<file path="src/axi_lite_pkg.sv">
`default_nettype none

package axi_lite_pkg;

    localparam int AXI_ADDR_WIDTH = 32;
    localparam int AXI_DATA_WIDTH = 32;

    // Only the two responses this subsystem produces are named
    typedef enum logic [1:0] {
        RESP_OKAY = 2'b00,
        RESP_SLVERR = 2'b10
    } axi_resp_t;

endpackage

`default_nettype wire

</file>
<file path="src/jtag_pkg.sv">
`default_nettype none

package jtag_pkg;

    // Sixteen TAP controller states, encoded in four bits
    typedef enum logic [3:0] {
        TAP_RESET,
        TAP_IDLE,
        TAP_SELECT_DR,
        TAP_CAPTURE_DR,
        TAP_SHIFT_DR,
        TAP_EXIT1_DR,
        TAP_PAUSE_DR,
        TAP_EXIT2_DR,
        TAP_UPDATE_DR,
        TAP_SELECT_IR,
        TAP_CAPTURE_IR,
        TAP_SHIFT_IR,
        TAP_EXIT1_IR,
        TAP_PAUSE_IR,
        TAP_EXIT2_IR,
        TAP_UPDATE_IR
    } jtag_state_t;

    localparam int INSTRUCTION_WIDTH = 4;

    // Any code not listed here selects the bypass register
    localparam logic [INSTRUCTION_WIDTH-1:0] INSTR_IDCODE = 4'h0;
    localparam logic [INSTRUCTION_WIDTH-1:0] INSTR_AXI_ADDR = 4'h2;
    localparam logic [INSTRUCTION_WIDTH-1:0] INSTR_AXI_DATA = 4'h3;
    localparam logic [INSTRUCTION_WIDTH-1:0] INSTR_BYPASS = 4'hF;

    // Write flag sits above the 32-bit address
    localparam int ADDR_DR_WIDTH = 33;

    // Busy and error sit above the 32-bit data word
    localparam int DATA_DR_WIDTH = 34;

endpackage

`default_nettype wire

</file>
<file path="src/axi_lite_if.sv">
`timescale 1ns/1ps
`default_nettype none

interface axi_lite_if
    import axi_lite_pkg::*;
    ();

    logic [AXI_ADDR_WIDTH-1:0] awaddr;
    logic awvalid;
    logic awready;

    logic [AXI_DATA_WIDTH-1:0] wdata;
    logic wvalid;
    logic wready;

    axi_resp_t bresp;
    logic bvalid;
    logic bready;

    logic [AXI_ADDR_WIDTH-1:0] araddr;
    logic arvalid;
    logic arready;

    logic [AXI_DATA_WIDTH-1:0] rdata;
    axi_resp_t rresp;
    logic rvalid;
    logic rready;

    modport master (
        output awaddr, awvalid, wdata, wvalid, bready, araddr, arvalid, rready,
        input awready, wready, bresp, bvalid, arready, rdata, rresp, rvalid
    );

    modport slave (
        input awaddr, awvalid, wdata, wvalid, bready, araddr, arvalid, rready,
        output awready, wready, bresp, bvalid, arready, rdata, rresp, rvalid
    );
endinterface

`default_nettype wire

</file>
<file path="src/jtag_if.sv">
`timescale 1ns/1ps
`default_nettype none

// Pins are assumed to be synchronous to the system clock already
interface jtag_if;
    logic tck;
    logic tms;
    logic tdi;
    logic trst;
    logic tdo;

    modport master (
        output tck, tms, tdi, trst,
        input tdo
    );

    modport slave (
        input tck, tms, tdi, trst,
        output tdo
    );
endinterface

`default_nettype wire

</file>
<file path="src/axi_lite_reg_bank.sv">
`timescale 1ns/1ps
`default_nettype none

module axi_lite_reg_bank
    import axi_lite_pkg::*;
#(
    parameter int NUM_REGS = 8
)
(
    input logic clk,
    input logic reset,
    axi_lite_if.slave axi,
    output logic [AXI_DATA_WIDTH-1:0] ctrl_out
);

    localparam int INDEX_WIDTH = $clog2(NUM_REGS);

    logic [AXI_DATA_WIDTH-1:0] regs [NUM_REGS];
    logic [INDEX_WIDTH-1:0] write_index;
    logic [INDEX_WIDTH-1:0] read_index;
    logic write_in_range;
    logic read_in_range;
    logic write_ready;
    logic read_ready;

    // Anything at or above NUM_REGS * 4 is out of range for the word-addressed bank
    assign write_index = axi.awaddr[INDEX_WIDTH+1:2];
    assign read_index = axi.araddr[INDEX_WIDTH+1:2];
    assign write_in_range = axi.awaddr[AXI_ADDR_WIDTH-1:INDEX_WIDTH+2] == '0;
    assign read_in_range = axi.araddr[AXI_ADDR_WIDTH-1:INDEX_WIDTH+2] == '0;

    always_ff @(posedge clk, posedge reset)
    begin
        if (reset)
        begin
            write_ready <= 1'b0;
            read_ready <= 1'b0;
            axi.bvalid <= 1'b0;
            axi.rvalid <= 1'b0;
            for (int i = 0; i < NUM_REGS; i++)
                regs[i] <= '0;
        end
        else
        begin
            // Address and data are accepted together for a single cycle
            write_ready <= axi.awvalid && axi.wvalid && !write_ready && !axi.bvalid;
            read_ready <= axi.arvalid && !read_ready && !axi.rvalid;

            if (axi.awvalid && write_ready)
            begin
                axi.bvalid <= 1'b1;
                if (write_in_range)
                    regs[write_index] <= axi.wdata;
            end
            else if (axi.bready)
                axi.bvalid <= 1'b0;

            if (axi.arvalid && read_ready)
                axi.rvalid <= 1'b1;
            else if (axi.rready)
                axi.rvalid <= 1'b0;
        end
    end

    always_ff @(posedge clk)
    begin
        if (axi.awvalid && write_ready)
            axi.bresp <= write_in_range ? RESP_OKAY : RESP_SLVERR;
        if (axi.arvalid && read_ready)
        begin
            axi.rresp <= read_in_range ? RESP_OKAY : RESP_SLVERR;
            axi.rdata <= read_in_range ? regs[read_index] : '0;
        end
    end

    assign axi.awready = write_ready;
    assign axi.wready = write_ready;
    assign axi.arready = read_ready;
    assign ctrl_out = regs[0];
endmodule

`default_nettype wire

</file>
<file path="src/jtag_axi_bridge.sv">
`timescale 1ns/1ps
`default_nettype none

module jtag_axi_bridge
    import jtag_pkg::*, axi_lite_pkg::*;
#(
    parameter logic [31:0] IDCODE_VALUE = 32'h1BAD_C0DE
)
(
    input logic clk,
    input logic reset,
    input logic [INSTRUCTION_WIDTH-1:0] instruction,
    input logic capture_dr,
    input logic shift_dr,
    input logic update_dr,
    input logic tdi,
    output logic data_shift_val,
    axi_lite_if.master axi
);

    localparam int MSB_WIDTH = $clog2(DATA_DR_WIDTH);

    logic [DATA_DR_WIDTH-1:0] shift_reg;
    logic [DATA_DR_WIDTH-1:0] shift_next;
    logic [MSB_WIDTH-1:0] dr_msb;
    logic [AXI_ADDR_WIDTH-1:0] addr_reg;
    logic [AXI_DATA_WIDTH-1:0] wdata_reg;
    logic [AXI_DATA_WIDTH-1:0] rdata_reg;
    logic write_flag;
    logic busy;
    logic error;
    logic op_write;
    logic is_addr;
    logic is_data;
    logic accept;
    logic start_read;
    logic start_write;

    assign is_addr = instruction == INSTR_AXI_ADDR;
    assign is_data = instruction == INSTR_AXI_DATA;

    // An update is only taken when nothing is in flight
    assign accept = update_dr && (is_addr || is_data) && !busy;
    assign start_read = accept && is_addr && !shift_reg[ADDR_DR_WIDTH-1];
    assign start_write = accept && is_data && write_flag;

    // Length of the selected register sets where TDI enters
    always_comb
    begin
        case (instruction)
            INSTR_IDCODE: dr_msb = MSB_WIDTH'(31);
            INSTR_AXI_ADDR: dr_msb = MSB_WIDTH'(ADDR_DR_WIDTH - 1);
            INSTR_AXI_DATA: dr_msb = MSB_WIDTH'(DATA_DR_WIDTH - 1);
            default: dr_msb = '0;
        endcase
        shift_next = shift_reg >> 1;
        shift_next[dr_msb] = tdi;
    end

    assign data_shift_val = shift_reg[0];

    always_ff @(posedge clk)
    begin
        if (capture_dr)
        begin
            case (instruction)
                INSTR_IDCODE: shift_reg <= DATA_DR_WIDTH'(IDCODE_VALUE);
                INSTR_AXI_ADDR: shift_reg <= {1'b0, write_flag, addr_reg};
                INSTR_AXI_DATA: shift_reg <= {busy, error, rdata_reg};
                default: shift_reg <= '0;
            endcase
        end
        else if (shift_dr)
            shift_reg <= shift_next;

        if (accept && is_addr)
            addr_reg <= shift_reg[AXI_ADDR_WIDTH-1:0];
        if (accept && is_data)
            wdata_reg <= shift_reg[AXI_DATA_WIDTH-1:0];
        if (axi.rvalid && axi.rready)
            rdata_reg <= axi.rdata;
    end

    always_ff @(posedge clk, posedge reset)
    begin
        if (reset)
        begin
            write_flag <= 1'b0;
            busy <= 1'b0;
            error <= 1'b0;
            op_write <= 1'b0;
            axi.awvalid <= 1'b0;
            axi.wvalid <= 1'b0;
            axi.arvalid <= 1'b0;
        end
        else
        begin
            if (accept && is_addr)
                write_flag <= shift_reg[ADDR_DR_WIDTH-1];

            if (start_write)
            begin
                busy <= 1'b1;
                op_write <= 1'b1;
                axi.awvalid <= 1'b1;
                axi.wvalid <= 1'b1;
            end
            else if (start_read)
            begin
                busy <= 1'b1;
                op_write <= 1'b0;
                axi.arvalid <= 1'b1;
            end

            // A request that collides with an active transaction is lost
            if (update_dr && (is_addr || is_data) && busy)
                error <= 1'b1;

            if (axi.awvalid && axi.awready)
                axi.awvalid <= 1'b0;
            if (axi.wvalid && axi.wready)
                axi.wvalid <= 1'b0;
            if (axi.arvalid && axi.arready)
                axi.arvalid <= 1'b0;

            if (axi.bvalid && axi.bready)
            begin
                busy <= 1'b0;
                error <= axi.bresp != RESP_OKAY;
            end
            if (axi.rvalid && axi.rready)
            begin
                busy <= 1'b0;
                error <= axi.rresp != RESP_OKAY;
            end
        end
    end

    assign axi.awaddr = addr_reg;
    assign axi.araddr = addr_reg;
    assign axi.wdata = wdata_reg;
    assign axi.bready = busy && op_write;
    assign axi.rready = busy && !op_write;
endmodule

`default_nettype wire

</file>
<file path="src/jtag_debug_top.sv">
`timescale 1ns/1ps
`default_nettype none

module jtag_debug_top
    import jtag_pkg::*;
#(
    parameter logic [31:0] IDCODE_VALUE = 32'h1BAD_C0DE,
    parameter int NUM_REGS = 8
)
(
    input logic clk,
    input logic reset,
    input logic tck,
    input logic tms,
    input logic tdi,
    input logic trst,
    output logic tdo,
    output logic [31:0] ctrl_out
);

    jtag_if jtag_bus ();
    axi_lite_if axi_bus ();

    logic capture_dr;
    logic shift_dr;
    logic update_dr;
    logic data_shift_val;
    logic [INSTRUCTION_WIDTH-1:0] instruction;

    assign jtag_bus.tck = tck;
    assign jtag_bus.tms = tms;
    assign jtag_bus.tdi = tdi;
    assign jtag_bus.trst = trst;
    assign tdo = jtag_bus.tdo;

    jtag_tap_controller jtag_tap_controller_inst (
        .clk(clk),
        .reset(reset),
        .jtag(jtag_bus.slave),
        .data_shift_val(data_shift_val),
        .capture_dr(capture_dr),
        .shift_dr(shift_dr),
        .update_dr(update_dr),
        .instruction(instruction)
    );

    jtag_axi_bridge #(
        .IDCODE_VALUE(IDCODE_VALUE)
    ) jtag_axi_bridge_inst (
        .clk(clk),
        .reset(reset),
        .instruction(instruction),
        .capture_dr(capture_dr),
        .shift_dr(shift_dr),
        .update_dr(update_dr),
        .tdi(tdi),
        .data_shift_val(data_shift_val),
        .axi(axi_bus.master)
    );

    axi_lite_reg_bank #(
        .NUM_REGS(NUM_REGS)
    ) axi_lite_reg_bank_inst (
        .clk(clk),
        .reset(reset),
        .axi(axi_bus.slave),
        .ctrl_out(ctrl_out)
    );
endmodule

`default_nettype wire

</file>
<file path="src/jtag_tap_controller.sv">
`timescale 1ns/1ps
`default_nettype none

module jtag_tap_controller
    import jtag_pkg::*;
(
    input logic clk,
    input logic reset,

    jtag_if.slave jtag,

    // Serial output of whichever data register the instruction selects
    input logic data_shift_val,
    output logic capture_dr,
    output logic shift_dr,
    output logic update_dr,
    output logic [INSTRUCTION_WIDTH-1:0] instruction
);

    jtag_state_t state_ff;
    jtag_state_t state_nxt;
    logic last_tck;
    logic tck_rising_edge;
    logic tck_falling_edge;

    // Standard IEEE 1149.1 state diagram, so five TMS ones reach reset from anywhere
    always_comb
    begin
        state_nxt = state_ff;
        case (state_ff)
            TAP_RESET:
                state_nxt = jtag.tms ? TAP_RESET : TAP_IDLE;
            TAP_IDLE:
                state_nxt = jtag.tms ? TAP_SELECT_DR : TAP_IDLE;

            TAP_SELECT_DR:
                state_nxt = jtag.tms ? TAP_SELECT_IR : TAP_CAPTURE_DR;
            TAP_CAPTURE_DR:
                state_nxt = jtag.tms ? TAP_EXIT1_DR : TAP_SHIFT_DR;
            TAP_SHIFT_DR:
                state_nxt = jtag.tms ? TAP_EXIT1_DR : TAP_SHIFT_DR;
            TAP_EXIT1_DR:
                state_nxt = jtag.tms ? TAP_UPDATE_DR : TAP_PAUSE_DR;
            TAP_PAUSE_DR:
                state_nxt = jtag.tms ? TAP_EXIT2_DR : TAP_PAUSE_DR;
            TAP_EXIT2_DR:
                state_nxt = jtag.tms ? TAP_UPDATE_DR : TAP_SHIFT_DR;
            TAP_UPDATE_DR:
                state_nxt = jtag.tms ? TAP_SELECT_DR : TAP_IDLE;

            TAP_SELECT_IR:
                state_nxt = jtag.tms ? TAP_RESET : TAP_CAPTURE_IR;
            TAP_CAPTURE_IR:
                state_nxt = jtag.tms ? TAP_EXIT1_IR : TAP_SHIFT_IR;
            TAP_SHIFT_IR:
                state_nxt = jtag.tms ? TAP_EXIT1_IR : TAP_SHIFT_IR;
            TAP_EXIT1_IR:
                state_nxt = jtag.tms ? TAP_UPDATE_IR : TAP_PAUSE_IR;
            TAP_PAUSE_IR:
                state_nxt = jtag.tms ? TAP_EXIT2_IR : TAP_PAUSE_IR;
            TAP_EXIT2_IR:
                state_nxt = jtag.tms ? TAP_UPDATE_IR : TAP_SHIFT_IR;
            TAP_UPDATE_IR:
                state_nxt = jtag.tms ? TAP_SELECT_DR : TAP_IDLE;

            default:
                state_nxt = TAP_RESET;
        endcase
    end

    // TCK is sampled on clk, so an edge shows up one clk after the level changes
    assign tck_rising_edge = !last_tck && jtag.tck;
    assign tck_falling_edge = last_tck && !jtag.tck;

    // Strobes last the single clk in which the rising edge is seen
    assign capture_dr = tck_rising_edge && state_ff == TAP_CAPTURE_DR;
    assign shift_dr = tck_rising_edge && state_ff == TAP_SHIFT_DR;
    assign update_dr = tck_rising_edge && state_ff == TAP_UPDATE_DR;

    always_ff @(posedge clk, posedge reset)
    begin
        if (reset)
        begin
            state_ff <= TAP_RESET;
            last_tck <= 1'b0;
        end
        else
        begin
            last_tck <= jtag.tck;
            if (jtag.trst)
                state_ff <= TAP_RESET;
            else if (tck_rising_edge)
                state_ff <= state_nxt;
        end
    end

    // Instruction shifts in LSB first and falls back to IDCODE in Test-Logic-Reset
    always_ff @(posedge clk, posedge reset)
    begin
        if (reset)
            instruction <= INSTR_IDCODE;
        else if (state_ff == TAP_RESET)
            instruction <= INSTR_IDCODE;
        else if (tck_rising_edge && !jtag.trst && state_ff == TAP_SHIFT_IR)
            instruction <= {jtag.tdi, instruction[INSTRUCTION_WIDTH-1:1]};
    end

    // TDO changes on the falling edge so the host can sample it before the next rise
    always_ff @(posedge clk, posedge reset)
    begin
        if (reset)
            jtag.tdo <= 1'b0;
        else if (tck_falling_edge)
            jtag.tdo <= state_ff == TAP_SHIFT_IR ? instruction[0] : data_shift_val;
    end
endmodule

`default_nettype wire

</file>
<file path="config.mk">
export PLATFORM = sky130hd
export DESIGN_NAME = jtag_debug_top
export DESIGN_NICKNAME = d
export VERILOG_FILES = /design/src/axi_lite_pkg.sv /design/src/jtag_pkg.sv /design/src/axi_lite_if.sv /design/src/jtag_if.sv /design/src/axi_lite_reg_bank.sv /design/src/jtag_axi_bridge.sv /design/src/jtag_debug_top.sv /design/src/jtag_tap_controller.sv
export SDC_FILE = /design/constraint.sdc
export NUM_CORES = 1
export LEC_CHECK = 0
export BUFFER_PORTS_ARGS = -buffer_cell sky130_fd_sc_hd__buf_2
export CAP_MARGIN = 15
export CORE_UTILIZATION = 35
export DETAILED_ROUTE_END_ITERATION = 10
export GPL_TIMING_DRIVEN = 0
export PLACE_DENSITY = 0.48
export SLEW_MARGIN = 5
export SYNTH_ARGS = -nofsm -noshare
export SYNTH_HDL_FRONTEND = slang
export SYNTH_SLANG_ARGS = --single-unit
export TNS_END_PERCENT = 20
</file>
<file path="constraint.sdc">
create_clock -name clk -period 9.7 [get_ports clk]
set_input_delay 0 -clock clk [delete_from_list [all_inputs] [get_ports clk]]
set_output_delay 0 -clock clk [all_outputs]
set_load 0.005 [all_outputs]
</file>
# Word-level counts from Yosys, hierarchy flattened
# Cells that the tools add are included.
# Widths: inputs -> output; s select.
[classes] order_cmp=4 n_eq_ne=18 muxes=50 n_bitwise=1 reduce_logical=60
[op_table] operator="$bwmux 256" n=1
[op_table] operator="$pmux 34 s3" n=1
[op_table] operator="$bmux 32 s3" n=1
[op_table] operator="$demux 32 s3" n=1
[op_table] operator="$mux 32" n=3
[op_table] operator="$mux 34" n=2
[op_table] operator="$pmux 4 s12" n=1
[op_table] operator="$bwmux 34" n=1
[op_table] operator="$eq 4x4->1 const B" n=8
[op_table] operator="$mux 4" n=8
[op_table] operator="$logic_and 1x1->1" n=28
[op_table] operator="$logic_not 27->1" n=1
[op_table] operator="$mux 1" n=23
[op_table] operator="$reduce_bool 2->1" n=11
[op_table] operator="$pmux 6 s3" n=1
[op_table] operator="$eq 4x2->1 const B" n=4
[op_table] operator="$eq 4x3->1 const B" n=4
[op_table] operator="$logic_not 1->1" n=10
[op_table] operator="$logic_not 4->1" n=2
[op_table] operator="$mux 2" n=4
[op_table] operator="$lt 6x7->1 const B" n=1
[op_table] operator="$demux 1 s6" n=1
[op_table] operator="$ge 6x1->1 const B" n=1
[op_table] operator="$mux 3" n=2
[op_table] operator="11 further kinds" n=13
[totals] register_bits=443 in_bits=6 out_inout_bits=33 wordCells=163

# Logic depth before layout (Yosys ltp)
# Gate-level depths: netlist of run 1.
[logic_depth] word_depth=11 mapped_depth=7 ltp_nobuf=4

# By module
# Synthesis of run 1 repeated with hierarchy kept, for this count alone.
[unflattened] cells_unflattened=1214 area_unflattened_um2=19421.1
[modules_own_cells] mod="axi_lite_reg_bank" instances=1 cells_each=803 area_per_inst_um2=13366.6 seq_area_each_um2=7527.2
[modules_own_cells] mod="jtag_axi_bridge" instances=1 cells_each=335 area_per_inst_um2=5403.9 seq_area_each_um2=4078.9
[modules_own_cells] mod="jtag_tap_controller" instances=1 cells_each=76 area_per_inst_um2=650.6 seq_area_each_um2=250.2

# Worst setup path before layout of run 1
# No wires, ideal clock.
[synth_path] path_kind="register to register" start="register jtag_tap_controller_inst.instruction[3]" end="register jtag_axi_bridge_inst.addr_reg[0], in the netlist jtag_axi_bridge_inst.axi.araddr[0] (enable)" setup_ns=0.463 t_arrival_ns=3.714 required_ns=9.237 slack_ns=5.522 stages_incl_launch_ff=4 n_path_buf=0 synth_period_minus_slack_ns=4.178 path_cell_list="dfrtp_1 -> or3b_2 -> or4_4 -> nor3_1"
[synth_via] elab_chain_len=5 elab_cells_between_ends=6 cone_classes="eq/ne: 2; reduce/logical: 4"
[synth_rtl] element="start, declared" line="jtag_tap_controller.sv:17" rtl="output logic [INSTRUCTION_WIDTH-1:0] instruction"
[synth_rtl] element="start signal, assigned" line="jtag_tap_controller.sv:105" rtl="instruction <= {jtag.tdi, instruction[INSTRUCTION_WIDTH-1:1]};"
[synth_rtl] element="$eq 4x2->1, on equally long branches" line="jtag_axi_bridge.sv:39, jtag_axi_bridge.sv:40"
[synth_rtl] element="$logic_or 1x1->1" line="jtag_axi_bridge.sv:43" rtl="assign accept = update_dr && (is_addr || is_data) && !busy;"
[synth_rtl] element="$logic_and 1x1->1 (2 in series)" line="jtag_axi_bridge.sv:43"
[synth_rtl] element="$logic_and 1x1->1 (*)" line="jtag_axi_bridge.sv:76" rtl="if (accept && is_addr)"
[synth_rtl] element="end signal, assigned" line="jtag_axi_bridge.sv:77" rtl="addr_reg <= shift_reg[AXI_ADDR_WIDTH-1:0];"
[synth_rtl] element="end, declared" line="jtag_axi_bridge.sv:26" rtl="logic [AXI_ADDR_WIDTH-1:0] addr_reg;"
# Mark *: on every way between the ends. The rest lies on a longest branch, timed or not.
# A chain may end at the register's enable or synchronous reset.

# Worst setup path after layout of run 1
[layout_path] start="register jtag_axi_bridge_inst.addr_reg[3], in the netlist jtag_axi_bridge_inst.axi.araddr[3]" end="register axi_lite_reg_bank_inst.axi.rdata[18] (data pin)"
[layout_via] elab_chain_len=4
[layout_rtl] element="$not 3->4 (not written as such)" line="axi_lite_reg_bank.sv:72" rtl="axi.rdata <= read_in_range ? regs[read_index] : '0;"
[layout_rtl] element="$bmux 32 s3" line="axi_lite_reg_bank.sv:72"
[layout_rtl] element="$mux 32 (not written as such) (2 in series)" line="axi_lite_reg_bank.sv:72"
[layout_rtl] element="end signal, assigned" line="axi_lite_reg_bank.sv:72"
[layout_rtl] element="end, declared" line="axi_lite_if.sv:36" rtl="output awready, wready, bresp, bvalid, arready, rdata, rresp, rvalid"
# Every way passes these cells. The select of a mux whose other input is x is not followed.

==> qor.txt, run 1 <==
CP Max Fanout: 10
top cell family by delay on the critical path: buffers and inverters
clk sinks: 441
layout cell share with drive strength beyond 1: 32.87%
CORE AREA: 52,450 sq um
Final Hold Viols: 0
cts hold-fix bufs: 6
FF/Latch Area: 11,860 sq um
fin crit period: 3.639 ns
gr usage total: 21.03%
Clk Latency, worst-skew pair: 0.58 ns
endpoints failing setup: 0
Synth Area in Compound Gates: 9.668%
wire per inst: 26.84 microns
H-tree Lvls: 2
Initial Utilization: 35.39%
Synth Register Bits: 441
cell area after synthesis: 18,560 sq um
register area share after synthesis: 63.89%
max-slew violations: 0
Synth area leaders: dfrtp_1 (37%), edfxtp_1 (27%), mux2_2 (13%), a22oi_1 (2.6%), mux2_4 (2.4%)
clk buf depth: 3
leakage power: 9.004 nW
worst vdd ir: 0.0001242 V
final worst setup slack: 6.061 ns
Multi-input gate area: 5988 sq um
max_cap viols: 0
Synth Instances: 1,222
Remaining Overflow, GRT: 0
Fillers: 4,806
DP HPWL: 36,180 microns
CP Cell Sequence: nor3b_2, clkbuf_1, buf_1, a22oi_1, a31oi_1
nets: 1,341
worst relative slew slack: 16.20%
RSZ-0062 raised after global routing: no
failing checks: design-rule violations
largest family of logic cells by synthesized area: multiplexers
port bufs: 37
Synth Area in Simple Gates: 4.868%
Synth top area share: 37.35%
Post-Route WL: 55,300 microns
Die Ht: 232.3 microns
mux share of post-synthesis cell area: 17.44%
Syn Area/Cell: 15.19 sq um
Critical-path top delay cell: buf_1
Mapped Nets: 1,228
Post-CTS Repair Setup Buffers: 0
worst slack, placed: 5.815 ns
buffers and inverters on the worst path: 2
largest net degree at the start of global routing: 113
Final ANT Viol Nets: 0
PwrDens: 173.5 nW/um^2
Hold WC Path Type: in -> async
Worst Skew: 0.01701 ns
initial antenna violation count: 2
root buffer cell: clkbuf_16
drt drc: 2
XOR/XNOR Fraction of Synth Area: 0.04720%
CP Launch Type: flop
largest area contributor in the netlist: dfrtp_1
Die X: 232.3 microns
WS Path Type: reg -> reg
Synth Area in Adders: 0%
DP Area: 19,940 sq um
TritonCTS clock tree: done
status: finished, violations left
crit path DAT: 4.04 ns
Via density: 5.474
Post-synth EDFFs: 164
global-route wire length before repair: 81,540 microns
ANT cells: 0
post-synthesis cell type count: 61
post-cts resize count: 0
fmax: 274.8 MHz
asr flop ratio synth: 62.81%
DIE AREA: 53,950 sq um
vias in the first global route: 11,580
Post-synth top flop: dfrtp_1
CTS clk-pin slew, worst paths: 0.06 ns
Worst R2R Path Depth: 5
CTS Buf Count: 48
area grow syn2layout: 15.82%
Setup crit start: jtag_axi_bridge_inst.axi.araddr[3]
CP Data Required Time: 10.10 ns
Ys Warns: 0
vias: 11,280
FF-to-FF setup slack: 6.06 ns
TritonRoute pass-1 iters: 8
RD Place Congestion: 0.7982
CP peak stage delay: 0.95 ns
Crit. End Element: flop
FF-to-FF Start: jtag_axi_bridge_inst.axi.araddr[3]
worst reg2reg path endpoint: axi_lite_reg_bank_inst.axi.rdata[18]
Final Cycle Share: 37.52%
Row Count: 84
design area: 21,490 sq um
drt first-iter violations: 846
max FFs per register: 224
Worst Max-Slew Pin Slew: 1.257 ns
IO Pins: 39
-- cells in the final DEF, fill, tap and decap left out, drive strengths merged, types with 3 or more instances in the layout --
cell type	instances
a211oi	3
a21oi	10
a221oi	33
a22o	32
a22oi	64
a31oi	50
buf	118
clkbuf	118
clkinv	12
dfrtp	277
dlygate4sd3	6
edfxtp	164
inv	12
mux2	256
mux2i	24
nand2	44
nand2b	4
nand3	3
nor2	28
nor2b	5
nor3	11
nor3b	3
nor4	8
nor4b	7
o21ai	28
o31ai	13
or3	6
-- layer usage --
layer | vias up | share of wire, % | track usage, % | wire (microns)
met5 | - | 0.024 | 0 | 13
met4 | 2 | 2.4 | 6.291 | 1353
met3 | 78 | 5.3 | 3.733 | 2920
met2 | 306 | 47 | 33.42 | 26020
met1 | 6005 | 45 | 29.19 | 24990
li1 | 4885 | - | - | -
-- cell families (layout without fill, tap and decap cells) --
group,after synthesis,count (layout)
multiplexers,280,280
AO/OA/AOI/OAI,248,248
AND/OR/NAND/NOR,133,133
XOR/XNOR,1,1
flip-flops,441,441
buffers and inverters,119,269
-- report_power, final --
| group | internal (mW) | switching (mW) | total [mW] |
|---|---|---|---|
| combinational | 0.00793 | 0.0311 | 0.0391 |
| clock | 1.01 | 0.760 | 1.77 |
| sequential | 1.92 | 0.00112 | 1.93 |
-- Yosys cell counts (11+ instances only) --
library cell,count
nor2_1,28
edfxtp_1,164
nor3_1,11
o31ai_1,13
mux2_1,12
buf_6,21
a221oi_1,33
buf_4,32
dfrtp_1,277
mux2_4,30
nand2_1,43
a22oi_1,64
o21ai_0,27
clkbuf_1,47
mux2_2,214
inv_1,11
a22o_1,32
mux2i_1,24
a31oi_1,50
-- worst min-delay path, cell delays in order --
cell and delay [ns]:
dlygate4sd3_1 0.53, buf_2 0.15, inv_8 0.42
-- metrics by stage --
step	TNS [ns]	power [mW]	hold WS (ns)	std cells	util (%)
after floorplan	0	1.985	0.03143	1222	-
after global placement	-453.69	1.998	0.1547	1947	37.38
after detailed placement	0	2.001	0.1657	1966	38.02
after CTS	0	3.768	0.09379	2059	40.96
after global routing	0	3.842	0.1248	2060	40.98
final	0	3.730	0.06068	2060	40.98
-- area by class of cell --
type / instances / share of cell area (%)
Sequential cell: 441 / 55.16
Multi-Input combinational cell: 662 / 27.86
Clock buffer: 71 / 6.223
Tap cell: 688 / 4.005
Buffer: 108 / 3.341
Timing Repair Buffer: 63 / 2.532
Clock inverter: 16 / 0.6520
Inverter: 11 / 0.2270
-- worst max-delay path by stage --
stage | endpoint | slack (ns) | depth (start not counted)
3_3_place_gp | axi_lite_reg_bank_inst.regs[109] | -1.67 | 2
6_report | axi_lite_reg_bank_inst.axi.rdata[18] | 6.06 | 5
4_1_cts | axi_lite_reg_bank_inst.axi.rdata[19] | 5.80 | 5
2_1_floorplan | axi_lite_reg_bank_inst.axi.arready | 2.06 | 1
5_1_grt | axi_lite_reg_bank_inst.axi.rdata[20] | 5.92 | 7
3_5_place_dp | axi_lite_reg_bank_inst.axi.rdata[19] | 5.82 | 5
(Power assumes the default switching activity.)
==> run 2, diff against run 1 <==
--- a/config.mk
+++ b/config.mk
@@ -10,7 +10,7 @@
 export CORE_UTILIZATION = 35
 export DETAILED_ROUTE_END_ITERATION = 10
 export GPL_TIMING_DRIVEN = 0
-export PLACE_DENSITY = 0.48
+export PLACE_DENSITY = 0.49
 export SLEW_MARGIN = 5
 export SYNTH_ARGS = -nofsm -noshare
 export SYNTH_HDL_FRONTEND = slang
==> constraint.sdc (replaced) <==
create_clock -name clk -period 3.1 [get_ports clk]
set_input_delay 0 -clock clk [delete_from_list [all_inputs] [get_ports clk]]
set_output_delay 0 -clock clk [all_outputs]
set_load 0.005 [all_outputs]
==> qor.txt, run 2 (same netlist as run 1, synthesis figures left out) <==
layout cell share with drive strength beyond 1: 34.62%
CTS clk-pin slew, worst paths: 0.06 ns
most common cell after layout, fill and taps aside: dfrtp_1
RD Place Congestion: 0.7910
Setup crit start: jtag_axi_bridge_inst.axi.araddr[4]
nets: 1,344
Post-Route WL: 56,120 microns
drt first-iter violations: 858
Remaining Overflow, GRT: 0
vias in the first global route: 11,720
DIE AREA: 53,950 sq um
CP peak stage delay: 0.55 ns
Worst R2R Path Depth: 6
Fillers: 4,784
Final Hold Viols: 0
TritonRoute pass-1 iters: 5
Final Cycle Share: 98.50%
CP Max Fanout: 10
endpoints failing setup: 0
PwrDens: 542.9 nW/um^2
most frequent cells in the layout: dfrtp_1 (277), mux2_2 (214), edfxtp_1 (164)
CP Data Required Time: 3.49 ns
CORE AREA: 52,450 sq um
status: finished clean
worst relative slew slack: 19.06%
ANT cells: 0
global-route wire length before repair: 82,460 microns
fin crit period: 3.053 ns
TritonCTS clock tree: done
drt drc: 0
wire per inst: 27.16 microns
Die Ht: 232.3 microns
clk buf depth: 3
Cells after DPL: 1,970
RSZ-0062 raised after global routing: no
Via density: 5.539
max-slew violations: 0
clk sinks: 441
leakage power: 9.112 nW
port bufs: 37
Worst Skew: 0.03117 ns
setup TNS: 0 ns
root buffer cell: clkbuf_16
max_cap viols: 0
worst reg2reg path endpoint: axi_lite_reg_bank_inst.axi.rdata[5]
IO Pins: 39
largest net degree at the start of global routing: 39
max FFs per register: 224
CTS Buf Count: 48
gr usage total: 21.28%
WS Path Type: reg -> reg
DP HPWL: 36,660 microns
CP Cell Sequence: and3b_1, clkbuf_1, clkbuf_2, buf_2, a22oi_1, a31oi_1
CP Launch Type: flop
fmax: 327.5 MHz
FF-to-FF Start: jtag_axi_bridge_inst.axi.araddr[4]
area grow syn2layout: 16.64%
Worst Max-Slew Pin Slew: 1.214 ns
Clk Latency, worst-skew pair: 0.60 ns
Final ANT Viol Nets: 0
FF-to-FF setup slack: 0.05 ns
Initial Utilization: 35.39%
H-tree Lvls: 2
final instance count without filler cells: 2,066
worst vdd ir: 0.0004256 V
Post-CTS Repair Setup Buffers: 0
Row Count: 84
initial antenna violation count: 0
Die X: 232.3 microns
crit path DAT: 3.44 ns
Crit. End Element: flop
Hold WC Path Type: in -> async
vias: 11,440
Critical-path top delay cell: buf_2
## run 2: stage by stage
stage	cell area, sq um	hold slack (ns)	power [mW]	utilization, %	setup slack (ns)
detailed placement	20030	0.1313	6.274	38.18	-0.9428
global placement	19610	0.1585	6.251	37.40	-2.838
finish	21650	0.05847	11.75	41.27	0.04651
global route	21650	0.1024	12.09	41.27	0.006702
CTS	21640	0.04993	11.87	41.27	0.02884
floorplan	18570	0.03143	6.213	-	-0.5654
## run 2: final cells by class
type,instances,area [sq um],share of cell area (%)
flip-flops and latches,441,11860,54.77
multi-input cells,662,6008,27.76
clock buffers,70,1365,6.306
well taps,688,860.8,3.977
plain buffers,108,742.0,3.428
repair buffers,66,615.6,2.844
clock inverters,20,152.6,0.7052
inverters,11,45.04,0.2081
## run 2: routing by layer
| layer | share of wire, % | wire (microns) | GRT usage (%) |
|---|---|---|---|
| met5 | 0 | 0 | 0 |
| met4 | 1.9 | 1082 | 5.530 |
| met3 | 4.8 | 2698 | 2.763 |
| met2 | 47 | 26470 | 34.02 |
| met1 | 46 | 25870 | 30.35 |
## run 2: critical path, delay by kind of cell, from the launching register on
family | cells | cell delay, ns
buffers and inverters | 3 | 1.56
AO/OA/AOI/OAI | 2 | 0.48
flip-flops | 1 | 0.52
AND/OR/NAND/NOR | 1 | 0.26
## run 2: power by group
group	internal, mW	leakage [nW]	switching (mW)
registers	6.02	5.34	0.00380
logic	0.0378	3.02	0.0994
clock network	3.16	0.748	2.43
## run 2: how the worst max path moves through the flow
stage	endpoint	slack [ns]	depth (start not counted)
4_1_cts	axi_lite_reg_bank_inst.axi.rdata[5]	0.03	6
3_5_place_dp	axi_lite_reg_bank_inst.axi.rdata[5]	-0.94	5
3_3_place_gp	jtag_axi_bridge_inst.shift_reg[1]	-2.84	4
5_1_grt	axi_lite_reg_bank_inst.axi.rdata[5]	0.007	6
2_1_floorplan	axi_lite_reg_bank_inst.axi.arready	-0.57	1
6_report	axi_lite_reg_bank_inst.axi.rdata[5]	0.05	6
## run 2: repair_timing
action	in CTS	in global routing
gates resized for setup	18	3
hold endpoints to repair	129	0
endpoints found under the setup margin	34	2
hold buffers	6	0
==> run 3, diff against run 2 <==
--- a/config.mk
+++ b/config.mk
@@ -10,7 +10,6 @@
 export CORE_UTILIZATION = 35
 export DETAILED_ROUTE_END_ITERATION = 10
 export GPL_TIMING_DRIVEN = 0
-export PLACE_DENSITY = 0.49
 export SLEW_MARGIN = 5
 export SYNTH_ARGS = -nofsm -noshare
 export SYNTH_HDL_FRONTEND = slang
==> qor.txt, run 3 (same netlist as run 1, synthesis figures left out) <==
vias: 11,410
FF/Latch Area: 11,860 sq um
vias in the first global route: 11,640
CORE AREA: 52,450 sq um
uppermost layer routed: met4
initial antenna violation count: 1
Row Count: 84
area grow syn2layout: 16.86%
ANT cells: 0
CTS Buf Count: 47
gr usage total: 19.59%
drt first-iter violations: 1,239
RD Place Congestion: 0.8200
TritonRoute pass-1 iters: 5
Post-Route WL: 52,010 microns
H-tree Lvls: 2
RSZ-0062 raised after global routing: no
Die X: 232.3 microns
met3 WL: 3180 microns
CP Max Fanout: 10
met2 WL: 24,020 microns
worst relative slew slack: 19.91%
FF-to-FF setup slack: 0.04 ns
wire per inst: 25.26 microns
layout cell share with drive strength beyond 1: 34.94%
root buffer cell: clkbuf_16
Crit. End Element: flop
DP Area: 19,970 sq um
crit path DAT: 3.47 ns
CP Data Required Time: 3.51 ns
Final Cycle Share: 98.72%
Multi-input gate area: 6003 sq um
Remaining Overflow, GRT: 0
Initial Utilization: 35.39%
most common cell after layout, fill and taps aside: dfrtp_1
Total Power: 11.97 mW
max_cap viols: 0
worst vdd ir: 0.0004134 V
status: finished clean
fin crit period: 3.060 ns
most frequent cells in the layout: dfrtp_1 (277), mux2_2 (214), edfxtp_1 (164)
IO Pins: 39
CP Launch Type: flop
CTS clk-pin slew, worst paths: 0.06 ns
max-slew violations: 0
Worst Max-Slew Pin Slew: 1.201 ns
Fillers: 4,705
Hold WC Path Type: in -> reg
setup TNS: 0 ns
leakage power: 9.128 nW
PwrDens: 552.1 nW/um^2
Die Ht: 232.3 microns
nets: 1,339
fmax: 326.8 MHz
Via density: 5.541
DP HPWL: 33,750 microns
drt drc: 0
global-route wire length before repair: 77,690 microns
clk buf depth: 3
Final Hold Viols: 0
largest net degree at the start of global routing: 42
Clk Latency, worst-skew pair: 0.61 ns
max FFs per register: 224
WS Path Type: reg -> reg
Final ANT Viol Nets: 0
design area: 21,690 sq um
TritonCTS clock tree: done
port bufs: 37
DIE AREA: 53,950 sq um
Worst Skew: 0.03867 ns
wl on met1: 23,740 microns
endpoints failing setup: 0
Post-CTS Repair Setup Buffers: 0
clk sinks: 441
==> run 3: metrics by stage <==
stage	hold slack, ns	cells	setup WS [ns]	utilization [%]
after floorplan	0.03143	1222	-0.5654	-
after CTS	0.06973	2059	0.005606	41.33
after detailed placement	-0.07667	1965	-0.5906	38.08
final	0.09973	2059	0.03980	41.35
after global routing	0.1085	2059	0.0006595	41.35
after global placement	0.1539	1947	-2.447	37.40
==> run 3: final cells by class <==
| class | instances | area share (%) |
|---|---|---|
| Multi-Input combinational cell | 662 | 27.68 |
| Tap cell | 688 | 3.969 |
| Clock inverter | 25 | 1.217 |
| Inverter | 11 | 0.2077 |
| Sequential cell | 441 | 54.67 |
| Buffer | 108 | 3.427 |
| Clock buffer | 62 | 6.196 |
| Timing Repair Buffer | 62 | 2.631 |
==> run 3: report_power, final <==
group | internal [mW] | total, mW | switching (mW) | leakage, nW
clock | 3.34 | 5.81 | 2.47 | 0.789
combinational | 0.0389 | 0.138 | 0.0987 | 3.00
sequential | 6.02 | 6.02 | 0.00368 | 5.34
total | 9.40 | 12.0 | 2.58 | 9.13
==> run 3: timing repair <==
item,CTS,global route
hold buffers,7,0
gates resized for setup,16,3
endpoints found under the hold margin,172,0
setup endpoints to repair,32,19
gates cloned,0,0
==> run 3: worst paths after layout <==
kind,from,to,depth (start not counted)
setup reg to reg,jtag_axi_bridge_inst.axi.araddr[2],axi_lite_reg_bank_inst.axi.rdata[12],6
hold reg to reg,axi_lite_reg_bank_inst.axi.rdata[19],jtag_axi_bridge_inst.rdata_reg[19],0
min in group asynchronous,reset,axi_lite_reg_bank_inst.regs[96],4
max in group asynchronous,reset,axi_lite_reg_bank_inst.ctrl_out[17],8
setup / recovery,jtag_axi_bridge_inst.axi.araddr[2],axi_lite_reg_bank_inst.axi.rdata[12],6
hold / removal,tck,jtag_tap_controller_inst.last_tck,2
==> run 3: per-layer routing <==
| metal | up-vias | GRT usage (%) |
|---|---|---|
| li1 | 4888 | - |
| met1 | 6021 | 28.36 |
| met2 | 425 | 30.27 |
| met3 | 75 | 3.303 |
| met4 | 0 | 5.119 |
| met5 | - | 0 |
==> run 3: critical path, stage by stage, from the launching register on <==
cell and delay [ns]:
edfxtp_1 0.52, and3b_1 0.26, clkbuf_1 0.39, clkbuf_1 0.71
clkbuf_2 0.53, a221oi_1 0.20, a31oi_1 0.25
